==> src/lcd_pkg.sv <==
`default_nettype none

package lcd_pkg;

    // bus timing in clock cycles
    localparam int LCD_SETUP_CYCLES   = 2;
    localparam int LCD_EN_HIGH_CYCLES = 4;
    localparam int LCD_EXEC_CYCLES    = 40;
    localparam int LCD_CLEAR_CYCLES   = 200;   // clear display is the slow one

    // power-up instruction list
    localparam int LCD_INIT_COUNT  = 5;
    localparam logic [7:0] LCD_INIT_WORDS [0:LCD_INIT_COUNT-1] = '{
        8'h38,  // 8-bit bus, 2 lines, 5x8 font
        8'h08,  // display off
        8'h01,  // clear
        8'h06,  // entry mode, increment
        8'h0C   // display on, cursor off
    };
    localparam int LCD_CLEAR_INDEX = 2;

    // message geometry
    localparam int         LCD_LINE_CHARS = 16;
    localparam logic [7:0] LCD_SET_LINE1  = 8'h80;
    localparam logic [7:0] LCD_SET_LINE2  = 8'hC0;
    localparam int         LCD_MODE_COUNT = 6;

    // bus cycle phases
    localparam logic [1:0] LCD_PH_IDLE   = 2'd0;
    localparam logic [1:0] LCD_PH_SETUP  = 2'd1;
    localparam logic [1:0] LCD_PH_ENABLE = 2'd2;
    localparam logic [1:0] LCD_PH_EXEC   = 2'd3;

    // render controller states
    localparam logic [1:0] LCD_RC_INIT   = 2'd0;
    localparam logic [1:0] LCD_RC_IDLE   = 2'd1;
    localparam logic [1:0] LCD_RC_RENDER = 2'd2;

    // CGROM character codes that the messages need
    localparam logic [7:0] LCD_CH_SPACE = 8'h20;
    localparam logic [7:0] LCD_CH_UP_I  = 8'h49;
    localparam logic [7:0] LCD_CH_UP_P  = 8'h50;
    localparam logic [7:0] LCD_CH_UP_R  = 8'h52;
    localparam logic [7:0] LCD_CH_UP_S  = 8'h53;
    localparam logic [7:0] LCD_CH_A     = 8'h61;
    localparam logic [7:0] LCD_CH_C     = 8'h63;
    localparam logic [7:0] LCD_CH_D     = 8'h64;
    localparam logic [7:0] LCD_CH_E     = 8'h65;
    localparam logic [7:0] LCD_CH_G     = 8'h67;
    localparam logic [7:0] LCD_CH_I     = 8'h69;
    localparam logic [7:0] LCD_CH_L     = 8'h6C;
    localparam logic [7:0] LCD_CH_N     = 8'h6E;
    localparam logic [7:0] LCD_CH_O     = 8'h6F;
    localparam logic [7:0] LCD_CH_P     = 8'h70;
    localparam logic [7:0] LCD_CH_R     = 8'h72;
    localparam logic [7:0] LCD_CH_S     = 8'h73;
    localparam logic [7:0] LCD_CH_T     = 8'h74;
    localparam logic [7:0] LCD_CH_U     = 8'h75;
    localparam logic [7:0] LCD_CH_Y     = 8'h79;
    localparam logic [7:0] LCD_CH_Z     = 8'h7A;

endpackage

`default_nettype wire

==> src/lcd_bus_cycle.sv <==
`timescale 1ns/100ps
`default_nettype none

module lcd_bus_cycle (
    input  logic       i_clk,
    input  logic       i_rst_n,
    input  logic       i_start,
    input  logic [7:0] i_word,
    input  logic       i_rs,
    input  logic       i_long,
    output logic [7:0] o_lcd_data,
    output logic       o_lcd_en,
    output logic       o_lcd_rs,
    output logic       o_lcd_rw,
    output logic       o_done
);

    logic [1:0] phase_r;
    logic [7:0] cnt_r;      // wide enough for the clear wait
    logic       en_r;
    logic       done_r;
    logic [7:0] data_r;
    logic       rs_r;
    logic       long_r;
    logic       accept;

    assign accept = (phase_r == lcd_pkg::LCD_PH_IDLE) && i_start;

    always_ff @(posedge i_clk or posedge i_rst_n) begin
        if (i_rst_n) begin
            phase_r <= lcd_pkg::LCD_PH_IDLE;
            cnt_r   <= 8'd0;
            en_r    <= 1'b0;
            done_r  <= 1'b0;
        end else begin
            done_r <= 1'b0;
            case (phase_r)
                lcd_pkg::LCD_PH_IDLE: begin
                    if (i_start) begin
                        phase_r <= lcd_pkg::LCD_PH_SETUP;
                        cnt_r   <= 8'(lcd_pkg::LCD_SETUP_CYCLES - 1);
                    end
                end
                lcd_pkg::LCD_PH_SETUP: begin
                    if (cnt_r == 8'd0) begin
                        phase_r <= lcd_pkg::LCD_PH_ENABLE;
                        en_r    <= 1'b1;
                        cnt_r   <= 8'(lcd_pkg::LCD_EN_HIGH_CYCLES - 1);
                    end else begin
                        cnt_r <= cnt_r - 8'd1;
                    end
                end
                lcd_pkg::LCD_PH_ENABLE: begin
                    if (cnt_r == 8'd0) begin
                        phase_r <= lcd_pkg::LCD_PH_EXEC;
                        en_r    <= 1'b0;   // LCD latches on this falling edge
                        cnt_r   <= long_r ? 8'(lcd_pkg::LCD_CLEAR_CYCLES - 1) :
                                            8'(lcd_pkg::LCD_EXEC_CYCLES - 1);
                    end else begin
                        cnt_r <= cnt_r - 8'd1;
                    end
                end
                default: begin
                    if (cnt_r == 8'd0) begin
                        phase_r <= lcd_pkg::LCD_PH_IDLE;
                        done_r  <= 1'b1;
                    end else begin
                        cnt_r <= cnt_r - 8'd1;
                    end
                end
            endcase
        end
    end

    // word held on the pins until the next start
    always_ff @(posedge i_clk) begin
        if (accept) begin
            data_r <= i_word;
            rs_r   <= i_rs;
            long_r <= i_long;
        end
    end

    assign o_lcd_data = data_r;
    assign o_lcd_en   = en_r;
    assign o_lcd_rs   = rs_r;
    assign o_lcd_rw   = 1'b0;  // write only
    assign o_done     = done_r;

endmodule

`default_nettype wire

==> src/lcd_init_seq.sv <==
`timescale 1ns/100ps
`default_nettype none

module lcd_init_seq (
    input  logic       i_clk,
    input  logic       i_rst_n,
    input  logic       i_done,
    output logic       o_req,
    output logic [7:0] o_word,
    output logic       o_long,
    output logic       o_init_done
);

    logic [2:0] idx_r;
    logic       finished_r;
    logic       last_word;

    assign last_word = (idx_r == 3'(lcd_pkg::LCD_INIT_COUNT - 1));

    // request stays up as long as words remain
    assign o_req       = ~finished_r;
    assign o_word      = lcd_pkg::LCD_INIT_WORDS[idx_r];
    assign o_long      = (idx_r == 3'(lcd_pkg::LCD_CLEAR_INDEX));  // clear needs the long wait
    assign o_init_done = finished_r;

    always_ff @(posedge i_clk or posedge i_rst_n) begin
        if (i_rst_n) begin
            idx_r      <= 3'd0;
            finished_r <= 1'b0;
        end else if (i_done && !finished_r) begin
            if (last_word) begin
                finished_r <= 1'b1;    // hold idx on the last word
            end else begin
                idx_r <= idx_r + 3'd1;
            end
        end
    end

endmodule

`default_nettype wire

==> src/lcd_msg_rom.sv <==
`timescale 1ns/100ps
`default_nettype none

module lcd_msg_rom (
    input  logic [2:0] i_mode,
    input  logic [4:0] i_index,
    output logic [7:0] o_char
);

    logic [2:0]       msg_sel;
    logic [0:15][7:0] line_text;   // line 1 with column 0 first

    // modes past the last message show recording
    assign msg_sel = (i_mode >= 3'(lcd_pkg::LCD_MODE_COUNT)) ?
                     3'(lcd_pkg::LCD_MODE_COUNT - 1) : i_mode;

    always_comb begin
        case (msg_sel)
            3'd0: line_text = {{3{lcd_pkg::LCD_CH_SPACE}},
                               lcd_pkg::LCD_CH_UP_I, lcd_pkg::LCD_CH_N, lcd_pkg::LCD_CH_I,
                               lcd_pkg::LCD_CH_T, lcd_pkg::LCD_CH_I, lcd_pkg::LCD_CH_A,
                               lcd_pkg::LCD_CH_L, lcd_pkg::LCD_CH_I, lcd_pkg::LCD_CH_Z,
                               lcd_pkg::LCD_CH_I, lcd_pkg::LCD_CH_N, lcd_pkg::LCD_CH_G,
                               lcd_pkg::LCD_CH_SPACE};
            3'd1: line_text = {{3{lcd_pkg::LCD_CH_SPACE}},
                               lcd_pkg::LCD_CH_UP_S, lcd_pkg::LCD_CH_T, lcd_pkg::LCD_CH_O,
                               lcd_pkg::LCD_CH_P,
                               {9{lcd_pkg::LCD_CH_SPACE}}};
            3'd2: line_text = {{3{lcd_pkg::LCD_CH_SPACE}},
                               lcd_pkg::LCD_CH_UP_P, lcd_pkg::LCD_CH_L, lcd_pkg::LCD_CH_A,
                               lcd_pkg::LCD_CH_Y, lcd_pkg::LCD_CH_SPACE,
                               lcd_pkg::LCD_CH_UP_P, lcd_pkg::LCD_CH_A, lcd_pkg::LCD_CH_U,
                               lcd_pkg::LCD_CH_S, lcd_pkg::LCD_CH_E,
                               {3{lcd_pkg::LCD_CH_SPACE}}};
            3'd3: line_text = {{3{lcd_pkg::LCD_CH_SPACE}},
                               lcd_pkg::LCD_CH_UP_R, lcd_pkg::LCD_CH_E, lcd_pkg::LCD_CH_C,
                               lcd_pkg::LCD_CH_O, lcd_pkg::LCD_CH_R, lcd_pkg::LCD_CH_D,
                               lcd_pkg::LCD_CH_SPACE,
                               lcd_pkg::LCD_CH_UP_P, lcd_pkg::LCD_CH_A, lcd_pkg::LCD_CH_U,
                               lcd_pkg::LCD_CH_S, lcd_pkg::LCD_CH_E,
                               lcd_pkg::LCD_CH_SPACE};
            3'd4: line_text = {{3{lcd_pkg::LCD_CH_SPACE}},
                               lcd_pkg::LCD_CH_UP_P, lcd_pkg::LCD_CH_L, lcd_pkg::LCD_CH_A,
                               lcd_pkg::LCD_CH_Y, lcd_pkg::LCD_CH_I, lcd_pkg::LCD_CH_N,
                               lcd_pkg::LCD_CH_G,
                               {6{lcd_pkg::LCD_CH_SPACE}}};
            3'd5: line_text = {{3{lcd_pkg::LCD_CH_SPACE}},
                               lcd_pkg::LCD_CH_UP_R, lcd_pkg::LCD_CH_E, lcd_pkg::LCD_CH_C,
                               lcd_pkg::LCD_CH_O, lcd_pkg::LCD_CH_R, lcd_pkg::LCD_CH_D,
                               lcd_pkg::LCD_CH_I, lcd_pkg::LCD_CH_N, lcd_pkg::LCD_CH_G,
                               {4{lcd_pkg::LCD_CH_SPACE}}};
            default: line_text = {16{lcd_pkg::LCD_CH_SPACE}};
        endcase
    end

    // line 2 is always blank
    assign o_char = i_index[4] ? lcd_pkg::LCD_CH_SPACE : line_text[i_index[3:0]];

endmodule

`default_nettype wire

==> src/lcd_render_ctrl.sv <==
`timescale 1ns/100ps
`default_nettype none

module lcd_render_ctrl (
    input  logic       i_clk,
    input  logic       i_rst_n,
    input  logic       i_start,
    input  logic [2:0] i_mode,
    input  logic       i_init_req,
    input  logic [7:0] i_init_word,
    input  logic       i_init_long,
    input  logic       i_init_done,
    input  logic       i_bus_done,
    input  logic [7:0] i_char,
    output logic       o_init_ack,
    output logic       o_bus_start,
    output logic [7:0] o_bus_word,
    output logic       o_bus_rs,
    output logic       o_bus_long,
    output logic [2:0] o_rom_mode,
    output logic [4:0] o_rom_index,
    output logic       o_init_finish,
    output logic       o_render_finish
);

    logic [1:0] state_r;
    logic       start_d_r;
    logic       busy_r;         // bus transaction in flight
    logic       bus_start_r;
    logic [5:0] step_r;         // 0..33 over one render
    logic       render_finish_r;
    logic [2:0] mode_r;
    logic [7:0] bus_word_r;
    logic       bus_rs_r;
    logic       bus_long_r;
    logic       start_edge;
    logic       issue;
    logic [7:0] next_word;
    logic       next_rs;
    logic       next_long;

    assign start_edge = (state_r == lcd_pkg::LCD_RC_IDLE) && i_start && !start_d_r;
    assign issue      = !busy_r &&
                        (((state_r == lcd_pkg::LCD_RC_INIT) && i_init_req && !i_init_done) ||
                         (state_r == lcd_pkg::LCD_RC_RENDER));

    always_comb begin
        next_word = i_char;
        next_rs   = 1'b1;
        next_long = 1'b0;
        if (state_r == lcd_pkg::LCD_RC_INIT) begin
            next_word = i_init_word;
            next_rs   = 1'b0;
            next_long = i_init_long;
        end else if (step_r == 6'd0) begin
            next_word = lcd_pkg::LCD_SET_LINE1;
            next_rs   = 1'b0;
        end else if (step_r == 6'(lcd_pkg::LCD_LINE_CHARS + 1)) begin
            next_word = lcd_pkg::LCD_SET_LINE2;
            next_rs   = 1'b0;
        end
    end

    always_ff @(posedge i_clk or posedge i_rst_n) begin
        if (i_rst_n) begin
            state_r         <= lcd_pkg::LCD_RC_INIT;
            start_d_r       <= 1'b0;
            busy_r          <= 1'b0;
            bus_start_r     <= 1'b0;
            step_r          <= 6'd0;
            render_finish_r <= 1'b0;
        end else begin
            start_d_r   <= i_start;
            bus_start_r <= issue;
            if (issue) begin
                busy_r <= 1'b1;
            end else if (i_bus_done) begin
                busy_r <= 1'b0;
            end
            case (state_r)
                lcd_pkg::LCD_RC_INIT: begin
                    if (i_init_done) begin
                        state_r <= lcd_pkg::LCD_RC_IDLE;
                    end
                end
                lcd_pkg::LCD_RC_IDLE: begin
                    if (start_edge) begin
                        state_r         <= lcd_pkg::LCD_RC_RENDER;
                        step_r          <= 6'd0;
                        render_finish_r <= 1'b0;
                    end
                end
                default: begin
                    if (i_bus_done) begin
                        if (step_r == 6'(2 * lcd_pkg::LCD_LINE_CHARS + 1)) begin
                            state_r         <= lcd_pkg::LCD_RC_IDLE;
                            render_finish_r <= 1'b1;
                        end else begin
                            step_r <= step_r + 6'd1;
                        end
                    end
                end
            endcase
        end
    end

    always_ff @(posedge i_clk) begin
        if (start_edge) begin
            mode_r <= i_mode;
        end
        if (issue) begin
            bus_word_r <= next_word;
            bus_rs_r   <= next_rs;
            bus_long_r <= next_long;
        end
    end

    // skip the address steps when counting characters
    assign o_rom_index = (step_r > 6'(lcd_pkg::LCD_LINE_CHARS + 1)) ? 5'(step_r - 6'd2) :
                                                                       5'(step_r - 6'd1);
    assign o_rom_mode      = mode_r;
    assign o_init_ack      = i_bus_done && (state_r == lcd_pkg::LCD_RC_INIT);
    assign o_bus_start     = bus_start_r;
    assign o_bus_word      = bus_word_r;
    assign o_bus_rs        = bus_rs_r;
    assign o_bus_long      = bus_long_r;
    assign o_init_finish   = (state_r != lcd_pkg::LCD_RC_INIT);
    assign o_render_finish = render_finish_r;

endmodule

`default_nettype wire

==> src/lcd_top.sv <==
`timescale 1ns/100ps
`default_nettype none

module lcd_top (
    input  logic       i_clk,
    input  logic       i_rst_n,
    input  logic       i_start,
    input  logic [2:0] i_mode,
    output logic [7:0] o_lcd_data,
    output logic       o_lcd_en,
    output logic       o_lcd_rs,
    output logic       o_lcd_rw,
    output logic       o_init_finish,
    output logic       o_render_finish
);

    logic       init_req;
    logic [7:0] init_word;
    logic       init_long;
    logic       init_done;
    logic       init_ack;
    logic       bus_start;
    logic [7:0] bus_word;
    logic       bus_rs;
    logic       bus_long;
    logic       bus_done;
    logic [2:0] rom_mode;
    logic [4:0] rom_index;
    logic [7:0] rom_char;

    lcd_init_seq u_init (
        .i_clk       (i_clk),
        .i_rst_n     (i_rst_n),
        .i_done      (init_ack),
        .o_req       (init_req),
        .o_word      (init_word),
        .o_long      (init_long),
        .o_init_done (init_done)
    );

    lcd_render_ctrl u_ctrl (
        .i_clk           (i_clk),
        .i_rst_n         (i_rst_n),
        .i_start         (i_start),
        .i_mode          (i_mode),
        .i_init_req      (init_req),
        .i_init_word     (init_word),
        .i_init_long     (init_long),
        .i_init_done     (init_done),
        .i_bus_done      (bus_done),
        .i_char          (rom_char),
        .o_init_ack      (init_ack),
        .o_bus_start     (bus_start),
        .o_bus_word      (bus_word),
        .o_bus_rs        (bus_rs),
        .o_bus_long      (bus_long),
        .o_rom_mode      (rom_mode),
        .o_rom_index     (rom_index),
        .o_init_finish   (o_init_finish),
        .o_render_finish (o_render_finish)
    );

    lcd_msg_rom u_rom (
        .i_mode  (rom_mode),
        .i_index (rom_index),
        .o_char  (rom_char)
    );

    lcd_bus_cycle u_bus (
        .i_clk      (i_clk),
        .i_rst_n    (i_rst_n),
        .i_start    (bus_start),
        .i_word     (bus_word),
        .i_rs       (bus_rs),
        .i_long     (bus_long),
        .o_lcd_data (o_lcd_data),
        .o_lcd_en   (o_lcd_en),
        .o_lcd_rs   (o_lcd_rs),
        .o_lcd_rw   (o_lcd_rw),
        .o_done     (bus_done)
    );

endmodule

`default_nettype wire

==> config.mk <==
export PLATFORM = sky130hd
export DESIGN_NAME = lcd_top
export DESIGN_NICKNAME = d
export VERILOG_FILES = /design/src/lcd_pkg.sv /design/src/lcd_bus_cycle.sv /design/src/lcd_init_seq.sv /design/src/lcd_msg_rom.sv /design/src/lcd_render_ctrl.sv /design/src/lcd_top.sv
export SDC_FILE = /design/constraint.sdc
export NUM_CORES = 1
export LEC_CHECK = 0
export BUFFER_PORTS_ARGS = -buffer_cell sky130_fd_sc_hd__buf_2
export CAP_MARGIN = 10
export CELL_PAD_IN_SITES_DETAIL_PLACEMENT = 2
export CELL_PAD_IN_SITES_GLOBAL_PLACEMENT = 2
export CORE_MARGIN = 5
export CORE_UTILIZATION = 39
export DETAILED_ROUTE_END_ITERATION = 8
export GPL_ROUTABILITY_DRIVEN = 0
export PLACE_DENSITY_LB_ADDON = 0.1
export RECOVER_POWER = 25
export SLEW_MARGIN = 20
export SYNTH_ARGS = -nofsm -noshare
export SYNTH_HDL_FRONTEND = slang
export SYNTH_SLANG_ARGS = --single-unit
export TNS_END_PERCENT = 50
==> constraint.sdc <==
create_clock -name i_clk -period 3.33 [get_ports i_clk]
set_input_delay 0.8325 -clock i_clk [delete_from_list [all_inputs] [get_ports i_clk]]
set_output_delay 0.8325 -clock i_clk [all_outputs]
set_load 0.02 [all_outputs]
==> impl_metrics.json, run 1 <==
{
  "groute.usage.overall_pct": 23.7,
  "rsz0062_at_grt": "no",
  "crit_arrival_ps": 2850,
  "clock_tree.htree_level_count": 2,
  "yosys.area_share.xor_xnor_pct": 2.76,
  "total_power_mw": 5.10,
  "hold_path_startpoint": "u_ctrl.o_bus_long",
  "synth-compound-area-share_pct": 27.8,
  "ioPinCount": 19,
  "global_route_wire_length_before_repair_mm": 24.0,
  "hpwl_mm": 11.0,
  "netlist.area_leader.share_pct": 17.0,
  "grt_start_max_net_pins": 47,
  "holdPathStages": 0,
  "clock-root-buffer": "clkbuf_8",
  "grt_antenna_before_repair": 0,
  "synthesis.area_per_instance_sq_um": 8.43,
  "dr.pass1.iters": 4,
  "simple_gate_share_of_the_synthesized_area_pct": 21.3,
  "outcome": "complete, but fails checks",
  "worst-setup-path-type": "register to register",
  "worst-endpoint-required_ps": 3380,
  "postCtsResizedCells": 0,
  "maxCapViolCount": 1,
  "share_seq_of_total_power_pct": 20.7,
  "fillerInstances": 1161,
  "design_area_sq_um": 4490,
  "max-vdd-ir-drop_mv": 0.423,
  "insertedDiodeCount": 0,
  "cell_count_after_placement": 623,
  "setup_violators_final": 0,
  "rows": 37,
  "synth.area.mux_share_pct": 2.33,
  "detail_route.drc_violations": 0,
  "yosysTopAreaCell": "dfrtp_1",
  "synth_commonest_cells": "nor2_1 (43), nand2_1 (37), o21ai_0 (30)",
  "critPathCaptureType": "register",
  "cts_tree": "yes",
  "synthesis.instances": 490,
  "final-max-slew-violation-count": 29,
  "area_inside_the_core_boundary_sq_um": 10300,
  "ctsLongestPathBuffers": 2,
  "period_needed_ps": 2810,
  "crit_buf_inv": 1,
  "synthesis.yosys.warnings": 0,
  "synthAdderAreaFrac_pct": 5.39,
  "synth.top_cells.by_area": "dfrtp_1 (17%), edfxtp_1 (17%), ha_1 (5.1%), nor2_1 (3.9%), o21ai_0 (3.6%)",
  "ys_types": 80,
  "cts_buffers": 5,
  "crit_fanout": 16,
  "ys_ff_latch": 51,
  "gate_family_responsible_for_the_most_delay_along_the_worst_path": "compound AO/OA/AOI/OAI gates",
  "insertion_delay_ps": 320,
  "asyncSetResetFlopFracSynth_pct": 54.9,
  "postCtsSetupRepairBufs": 0,
  "synth_enable_flop_cells": 23,
  "hold-path-endpoint": "u_bus.long_r",
  "numClockSinks": 51,
  "dpl_cell_area_sq_um": 4360,
  "combinational_family_with_the_most_area_after_synthesis": "compound AO/OA/AOI/OAI gates",
  "final.hold.worst_slack_ps": 432,
  "cts_hold_buf": 0,
  "globalRouteOverflowTotal": 0,
  "die_width_microns": 113,
  "violated_checks": "capacitance limit, slew limit",
  "number_of_violations_reported_at_the_end_of_detailed_routing_iteration_0": 274,
  "fin_worst_skew_ps": 7.32,
  "postRouteAntennaNets": 0,
  "timing.rr.end": "u_ctrl.o_bus_word[3]",
  "worstRegToRegCells": 8,
  "max_clock_freq_mhz": 356,
  "slew_headroom_pct": -5.76,
  "slowest_stage_delay_cp_ps": 700,
  "synth_nets": 513,
  "critical_path.slowest_cell": "ha_1",
  "routed_wire_length_per_instance_microns": 23.5,
  "synth_most_common_cell": "nor2_1",
  "power.leakage_nw": 1.75,
  "number_of_global_route_vias_before_repair": 4306,
  "netSwitchingFraction_pct": 52.8,
  "start_of_the_worst_register_to_register_path": "u_ctrl.step_r[1]",
  "die_boundary_height_microns": 113,
  "start_util_pct": 40.0,
  "instances_no_fill": 631,
  "finalHoldViolations": 0,
  "wirelength_mm": 14.8,
  "timing.critical_path.cells": "clkinv_1, ha_1, nor2b_1, a22oi_1, a2bb2oi_1, o2111ai_1, o31ai_1, a31oi_1",
  "post_drt_via_cell_ratio": 6.24,
  "r2r_slack_ps": 520,
  "drive_above_1_share_pct": 11.7,
  "yosysSeqAreaShare_pct": 33.7,
  "fin_crit_sh_pct": 84.3,
  "share_clk_of_total_power_pct": 10.2,
  "hold_path.class": "register to register",
  "pwr_density_cell_nw_per_um2": 1140,
  "fin_tns_setup_ps": 0,
  "detailroute.via_count": 3935,
  "crit_path_start_kind": "register",
  "power.net_switching_mw": 2.69,
  "fp.dieArea_sq_um": 12800,
  "synthToLayoutAreaGrowth_pct": 8.54,
  "tightestPinTransition_ps": 1590,
  "syn-cell-area_sq_um": 4130,
  "io_buffer_count": 17,
  "internal_power_mw": 2.41,
  "power_frac_comb_pct": 69.1,
  "final_nets": 517,
  "cts.reportedPaths.clkPinSlew_ps": 90,
  "postSynth.topFlopCell": "dfrtp_1"
}
==> cell families (layout without fill, tap and decap cells) <==
family / Yosys count / in the layout
and+or+nand+nor: 173 / 173
AOI/OAI and AO/OA: 161 / 161
buffers and inverters: 64 / 69
DFF: 51 / 51
adders and majority gates: 18 / 18
xor gates and xnor gates: 13 / 13
muxes: 9 / 9
other: 1 / 1
==> routing by layer <==
layer / GRT usage (%) / share of wire (%) / up-vias
met1: 29.9 / 42 / 1974
met2: 41.9 / 51 / 90
li1: - / - / 1846
met3: 3.69 / 4.7 / 25
met4: 6.41 / 2.1 / 0
met5: 0 / 0 / -
==> flip-flops by register name, indices dropped and copies added, names as in the netlist, 2 cells and up <==
| name | cells |
|---|---|
| u_init.idx_r | 3 |
| u_ctrl.o_bus_word | 8 |
| u_bus.o_lcd_data | 8 |
| u_ctrl.o_rom_mode | 3 |
| u_ctrl.step_r | 6 |
| u_bus.phase_r | 2 |
| u_ctrl.state_r | 2 |
| u_bus.cnt_r | 8 |
==> cells in the final DEF, fill, tap and decap left out, drive strengths merged, types with 12 or more instances in the layout <==
cell type / netlist / routed
dfrtp: 28 / 28
nand2: 37 / 37
nor3: 14 / 14
nand3: 16 / 16
inv: 22 / 22
nor2: 43 / 43
o21ai: 34 / 34
a21oi: 29 / 29
ha: 17 / 17
buf: 22 / 36
edfxtp: 23 / 23
o211ai: 12 / 12
==> power groups by stage <==
stage	sequential (mW)	clock [mW]	combinational (mW)
after CTS	1.06	0.531	3.50
after detailed placement	1.07	0	3.45
after floorplan	1.01	0	2.43
final	1.05	0.519	3.52
after global routing	1.08	0.560	3.84
after global placement	1.04	0	3.32
==> how the worst max path moves through the flow <==
stage,slack (ps),endpoint,start,cells past startpoint
final,520,u_ctrl.o_bus_word[3],u_ctrl.step_r[1],8
after global routing,340,u_ctrl.o_bus_word[3],u_ctrl.step_r[1],8
after CTS,540,u_ctrl.o_bus_word[3],u_ctrl.step_r[1],8
after detailed placement,580,u_ctrl.o_bus_word[3],u_ctrl.step_r[1],8
after global placement,700,u_ctrl.o_bus_word[4],u_ctrl.step_r[0],7
after floorplan,300,u_ctrl.o_bus_word[0],u_ctrl.step_r[0],11
==> metrics by stage <==
step	setup WS, ps	utilization, %
finish	524	43.4
global route	336	43.4
CTS	539	43.5
detailed placement	584	42.2
global placement	700	42.2
floorplan	297	-
==> area by class of cell <==
| cell class | count | area [sq um] | area share [%] |
|---|---|---|---|
| timing repair buffer | 37 | 231 | 5.16 |
| sequential | 51 | 1390 | 31.0 |
| clock buffer | 6 | 72.6 | 1.62 |
| tap | 136 | 170 | 3.79 |
| inverter | 24 | 90.1 | 2.01 |
| clock inverter | 2 | 60.1 | 1.34 |
| multi-input combinational | 375 | 2470 | 55.1 |
==> worst register-to-register path, cell delays in order, from the launching register on <==
cell       delay, ps
dfrtp_1          360
clkinv_1         140
ha_1             700
nor2b_1          230
a22oi_1          230
a2bb2oi_1        330
o2111ai_1        190
o31ai_1          250
a31oi_1          100
(Power assumes the default switching activity.)
==> run 2: changes to the inputs <==
Settings changed: CORE_UTILIZATION 39 to 35.
Clock period 3.33 ns to 2.32 ns, I/O delays scaled along.
==> impl_metrics.json, run 2 (synthesis results as in run 1) <==
{
  "finalHoldViolations": 0,
  "fp.dieArea_sq_um": 14100,
  "hold_path_startpoint": "i_start",
  "numClockSinks": 51,
  "hold_path.class": "input port to register",
  "crit_arrival_ps": 2440,
  "grt_start_max_net_pins": 32,
  "violated_checks": "capacitance limit, slew limit, setup timing",
  "crit_buf_inv": 4,
  "hpwl_mm": 12.4,
  "fin_tns_setup_ps": -117,
  "detail_route.drc_violations": 0,
  "wirelength_mm": 17.2,
  "area_inside_the_core_boundary_sq_um": 11500,
  "start_util_pct": 35.9,
  "final_nets": 587,
  "slew_headroom_pct": -12.5,
  "clock_tree.htree_level_count": 2,
  "io_buffer_count": 17,
  "slowest_stage_delay_cp_ps": 400,
  "die_width_microns": 119,
  "cts.reportedPaths.clkPinSlew_ps": 80,
  "crit_path_start_kind": "register",
  "hold-path-endpoint": "u_ctrl.start_d_r",
  "setup_violators_final": 3,
  "fin_crit_sh_pct": 103,
  "max_clock_freq_mhz": 418,
  "total_power_mw": 9.65,
  "final_core_util_pct": 47.2,
  "final.hold.worst_slack_ps": 395,
  "ioPinCount": 19,
  "postRouteAntennaNets": 0,
  "synthToLayoutAreaGrowth_pct": 31.4,
  "insertion_delay_ps": 310,
  "timing.rr.end": "u_ctrl.o_bus_word[1]",
  "fillerInstances": 1248,
  "start_of_the_worst_register_to_register_path": "u_ctrl.step_r[1]",
  "seqCellArea_sq_um": 1390,
  "r2r_slack_ps": -70,
  "groute.usage.overall_pct": 24.2,
  "global_route.usage.met2_pct": 41.0,
  "die_boundary_height_microns": 119,
  "worstRegToRegCells": 9,
  "globalRouteOverflowTotal": 0,
  "critical_path.slowest_cell": "dfrtp_1",
  "groute.layer.met1.usage_pct": 30.8,
  "post_drt_via_cell_ratio": 6.14,
  "worst-setup-path-type": "register to register",
  "clock-root-buffer": "clkbuf_16",
  "number_of_violations_reported_at_the_end_of_detailed_routing_iteration_0": 279,
  "worst-endpoint-required_ps": 2370,
  "most-common-layout-cells": "buf_4 (80), nor2_1 (42), nand2_1 (32), dfrtp_1 (27), o21ai_0 (26)",
  "multi_input_area_sq_um": 2810,
  "final-max-slew-violation-count": 29,
  "tightestPinTransition_ps": 1690,
  "final_common_cell": "buf_4",
  "drive_above_1_share_pct": 31.7,
  "outcome": "complete, but fails checks",
  "timing.critical_path.cells": "clkinv_4, ha_4, buf_6, buf_4, buf_4, o21ai_0, o21ai_0, a311oi_2, o31ai_4",
  "crit_fanout": 5,
  "gate_family_responsible_for_the_most_delay_along_the_worst_path": "compound AO/OA/AOI/OAI gates",
  "pwr_density_cell_nw_per_um2": 1780,
  "fin_worst_skew_ps": 7.03,
  "global_route_met3_usage_pct": 3.92,
  "number_of_global_route_vias_before_repair": 4734,
  "gr-max-usage-layer": "met2",
  "power.leakage_nw": 2.18,
  "routed_wire_length_per_instance_microns": 24.3,
  "cts_buffers": 5,
  "maxCapViolCount": 1,
  "holdPathStages": 1,
  "finalWorstSetupSlack_ps": -69.5,
  "rows": 39,
  "dr.pass1.iters": 4,
  "rsz0062_at_grt": "yes",
  "ctsLongestPathBuffers": 2,
  "max-vdd-ir-drop_mv": 0.695,
  "global_route_wire_length_before_repair_mm": 27.1,
  "cts_tree": "yes",
  "grt_antenna_before_repair": 0,
  "insertedDiodeCount": 0,
  "period_needed_ps": 2390,
  "critPathCaptureType": "register",
  "detailroute.via_count": 4345,
  "pre_cts_ws_ps": -156
}
-- run 2: cell types whose count changed in the layout (fill, tap and decap cells not counted), sizes merged --
cell      before  now
bufinv         2    1
buf           36  104
inv           22   23
clkinvlp       0    1
o21a           1    2
-- run 2: cell type report --
cell class                      count  share of cell area, %
Clock buffer                        5                   2.30
Clock inverter                      3                  0.852
Inverter                           24                   1.80
Multi-Input combinational cell    376                   51.8
Sequential cell                    51                   25.6
Tap cell                          143                   3.29
Timing Repair Buffer              106                   14.3
-- run 2: repair_timing --
action / in CTS / in global routing
gates cloned: 1 / 0
hold buffers: 0 / 0
setup buffers: 9 / 3
pin swaps: 18 / 22
endpoints found under the setup margin: 7 / 7
resized for setup: 34 / 37
-- run 2: power by group --
part           internal, mW  total, mW  switching [mW]  leakage (nW)
sequential             1.25       1.49           0.246         0.563
combinational          3.10       7.27            4.17          1.54
clock                 0.514      0.888           0.374        0.0804
total                  4.86       9.65            4.79          2.18
-- run 2: how the worst max path moves through the flow --
stage,slack (ps),endpoint,start,depth (start not counted)
after floorplan,-160,u_ctrl.o_bus_word[5],u_ctrl.step_r[0],10
after global placement,-110,u_ctrl.o_bus_word[6],u_ctrl.step_r[2],6
after detailed placement,-160,u_ctrl.o_bus_word[2],u_ctrl.step_r[1],9
after CTS,-20,u_ctrl.o_bus_word[4],u_ctrl.step_r[1],9
after global routing,-120,u_ctrl.o_bus_word[1],u_ctrl.step_r[1],9
final,-70,u_ctrl.o_bus_word[1],u_ctrl.step_r[1],9
-- run 2: stage by stage --
step                std cells  area [sq um]
CTS                       705          5250
finish                    708          5430
floorplan                 490          4220
global route              708          5430
global placement          688          4860
detailed placement        688          4860
-- run 2: per-layer routing --
layer / vias to the layer above / routed length, microns
li1: 2000 / -
met4: 0 / 431
met3: 31 / 625
met5: - / 0
met1: 2222 / 7580
met2: 92 / 8600
==> run 3: changes to the inputs <==
Settings changed: CELL_PAD_IN_SITES_DETAIL_PLACEMENT 2 to not set, CELL_PAD_IN_SITES_GLOBAL_PLACEMENT 2 to not set, CORE_UTILIZATION 35 to 40, PLACE_DENSITY_LB_ADDON 0.1 to not set.
Clock period 2.32 ns to 2.3 ns, I/O delays scaled along.
==> impl_metrics.json, run 3 (synthesis results as in run 1) <==
{
  "outcome": "complete, but fails checks",
  "violated_checks": "capacitance limit, slew limit, setup timing",
  "fin_worst_skew_ps": 7.67,
  "synthToLayoutAreaGrowth_pct": 25.6,
  "instances_no_fill": 693,
  "total_power_mw": 8.56,
  "dr.pass1.iters": 5,
  "cts_buffers": 5,
  "setup_violators_final": 1,
  "insertedDiodeCount": 0,
  "hpwl_mm": 8.83,
  "crit_fanout": 7,
  "io_buffer_count": 17,
  "internal_power_mw": 4.42,
  "number_of_global_route_vias_before_repair": 3986,
  "globalRouteOverflowTotal": 0,
  "worst-setup-path-type": "register to register",
  "grt_antenna_before_repair": 0,
  "groute.usage.overall_pct": 19.3,
  "final_core_util_pct": 51.0,
  "final_nets": 579,
  "tightestPinTransition_ps": 1590,
  "share_seq_of_total_power_pct": 17.4,
  "final-max-slew-violation-count": 29,
  "period_needed_ps": 2350,
  "cts_tree": "yes",
  "grt_start_max_net_pins": 33,
  "routed_wire_length_per_instance_microns": 17.8,
  "start_util_pct": 40.6,
  "area_inside_the_core_boundary_sq_um": 10200,
  "power.net_switching_mw": 4.13,
  "cell_count_after_placement": 673,
  "cts_hold_buf": 0,
  "fin_crit_sh_pct": 102,
  "postRouteAntennaNets": 0,
  "fin_tns_setup_ps": -46.5,
  "dpl_cell_area_sq_um": 4830,
  "detailroute.via_count": 4180,
  "worst-endpoint-required_ps": 2370,
  "most-common-layout-cells": "buf_4 (74), nor2_1 (42), nand2_1 (36), o21ai_0 (30), dfrtp_1 (27)",
  "fp.dieArea_sq_um": 12500,
  "post_drt_via_cell_ratio": 6.03,
  "maxCapViolCount": 1,
  "power_frac_comb_pct": 75.9,
  "share_clk_of_total_power_pct": 6.7,
  "die_width_microns": 112,
  "netSwitchingFraction_pct": 48.3,
  "finalHoldViolations": 0,
  "cts.reportedPaths.clkPinSlew_ps": 110,
  "ctsLongestPathBuffers": 2,
  "rows": 37,
  "pre_cts_ws_ps": -53.8,
  "final_common_cell": "buf_4",
  "global_route_wire_length_before_repair_mm": 20.2,
  "number_of_violations_reported_at_the_end_of_detailed_routing_iteration_0": 403,
  "numClockSinks": 51,
  "hold_path.class": "input port to register",
  "critPathCaptureType": "register",
  "detail_route.drc_violations": 0,
  "die_boundary_height_microns": 112,
  "power.leakage_nw": 2.09,
  "ioPinCount": 19,
  "crit_arrival_ps": 2420,
  "final.hold.worst_slack_ps": 388,
  "clock-root-buffer": "clkbuf_8",
  "insertion_delay_ps": 310,
  "max_clock_freq_mhz": 426,
  "design_area_sq_um": 5190,
  "finalWorstSetupSlack_ps": -46.5,
  "max-vdd-ir-drop_mv": 0.660,
  "wirelength_mm": 12.3,
  "crit_path_start_kind": "register",
  "drive_above_1_share_pct": 27.8,
  "pwr_density_cell_nw_per_um2": 1650,
  "slew_headroom_pct": -6.03,
  "rsz0062_at_grt": "yes",
  "clock_tree.htree_level_count": 2
}
==> run 3: changes by cell type in the layout (fill, tap and decap cells not counted), sizes merged <==
cell | before | now
buf | 104 | 97
bufinv | 1 | 0
clkinv | 2 | 4
clkinvlp | 1 | 0
o21a | 2 | 1
==> run 3: cell type report <==
cell class	count	area [sq um]
Sequential cell	51	1390
Multi-Input combinational cell	375	2690
Tap cell	136	170
Fill cell	968	4990
Clock inverter	3	28.8
Inverter	24	97.6
Timing Repair Buffer	99	742
Clock buffer	5	68.8
==> run 3: critical path, cell delays in order, from the launching register on <==
cell      delay, ps
dfrtp_2         480
inv_4           100
ha_4            190
nor2_4           70
o21a_4          240
o211ai_1        290
nand2_2         140
a221o_1         340
a211o_1         260
==> run 3: path summary, 6_finish.rpt <==
path                       cells after the start                    to  slack [ps]         startpoint
max                                            8  u_ctrl.o_bus_word[4]         -50   u_ctrl.step_r[0]
min reg2reg                                    0          u_bus.long_r         430  u_ctrl.o_bus_long
min in group asynchronous                      3      u_ctrl.step_r[3]         790            i_rst_n
max in group asynchronous                      3      u_ctrl.step_r[0]         490            i_rst_n
min                                            1      u_ctrl.start_d_r         390            i_start
max reg2reg                                    8  u_ctrl.o_bus_word[4]         -50   u_ctrl.step_r[0]
==> run 3: power groups by stage <==
| stage | combinational (mW) | sequential (mW) | clock (mW) |
|---|---|---|---|
| after CTS | 5.74 | 1.48 | 0.595 |
| after detailed placement | 5.63 | 1.49 | 0 |
| final | 6.49 | 1.49 | 0.577 |
| after floorplan | 3.70 | 1.46 | 0 |
| after global routing | 7.03 | 1.53 | 0.623 |
| after global placement | 5.55 | 1.48 | 0 |
==> run 3: per-layer routing <==
metal  wire (microns)  global-route usage, %
met5                0                      0
met4              486                   7.54
met3              830                   4.40
met2             5590                   30.4
met1             5420                   25.7
==> run 3: what timing repair did <==
item                       CTS  global route
pin swaps                    5            12
buffers inserted             3             8
resized for setup            6            32
setup endpoints to repair    4             7
cloned                       0             1
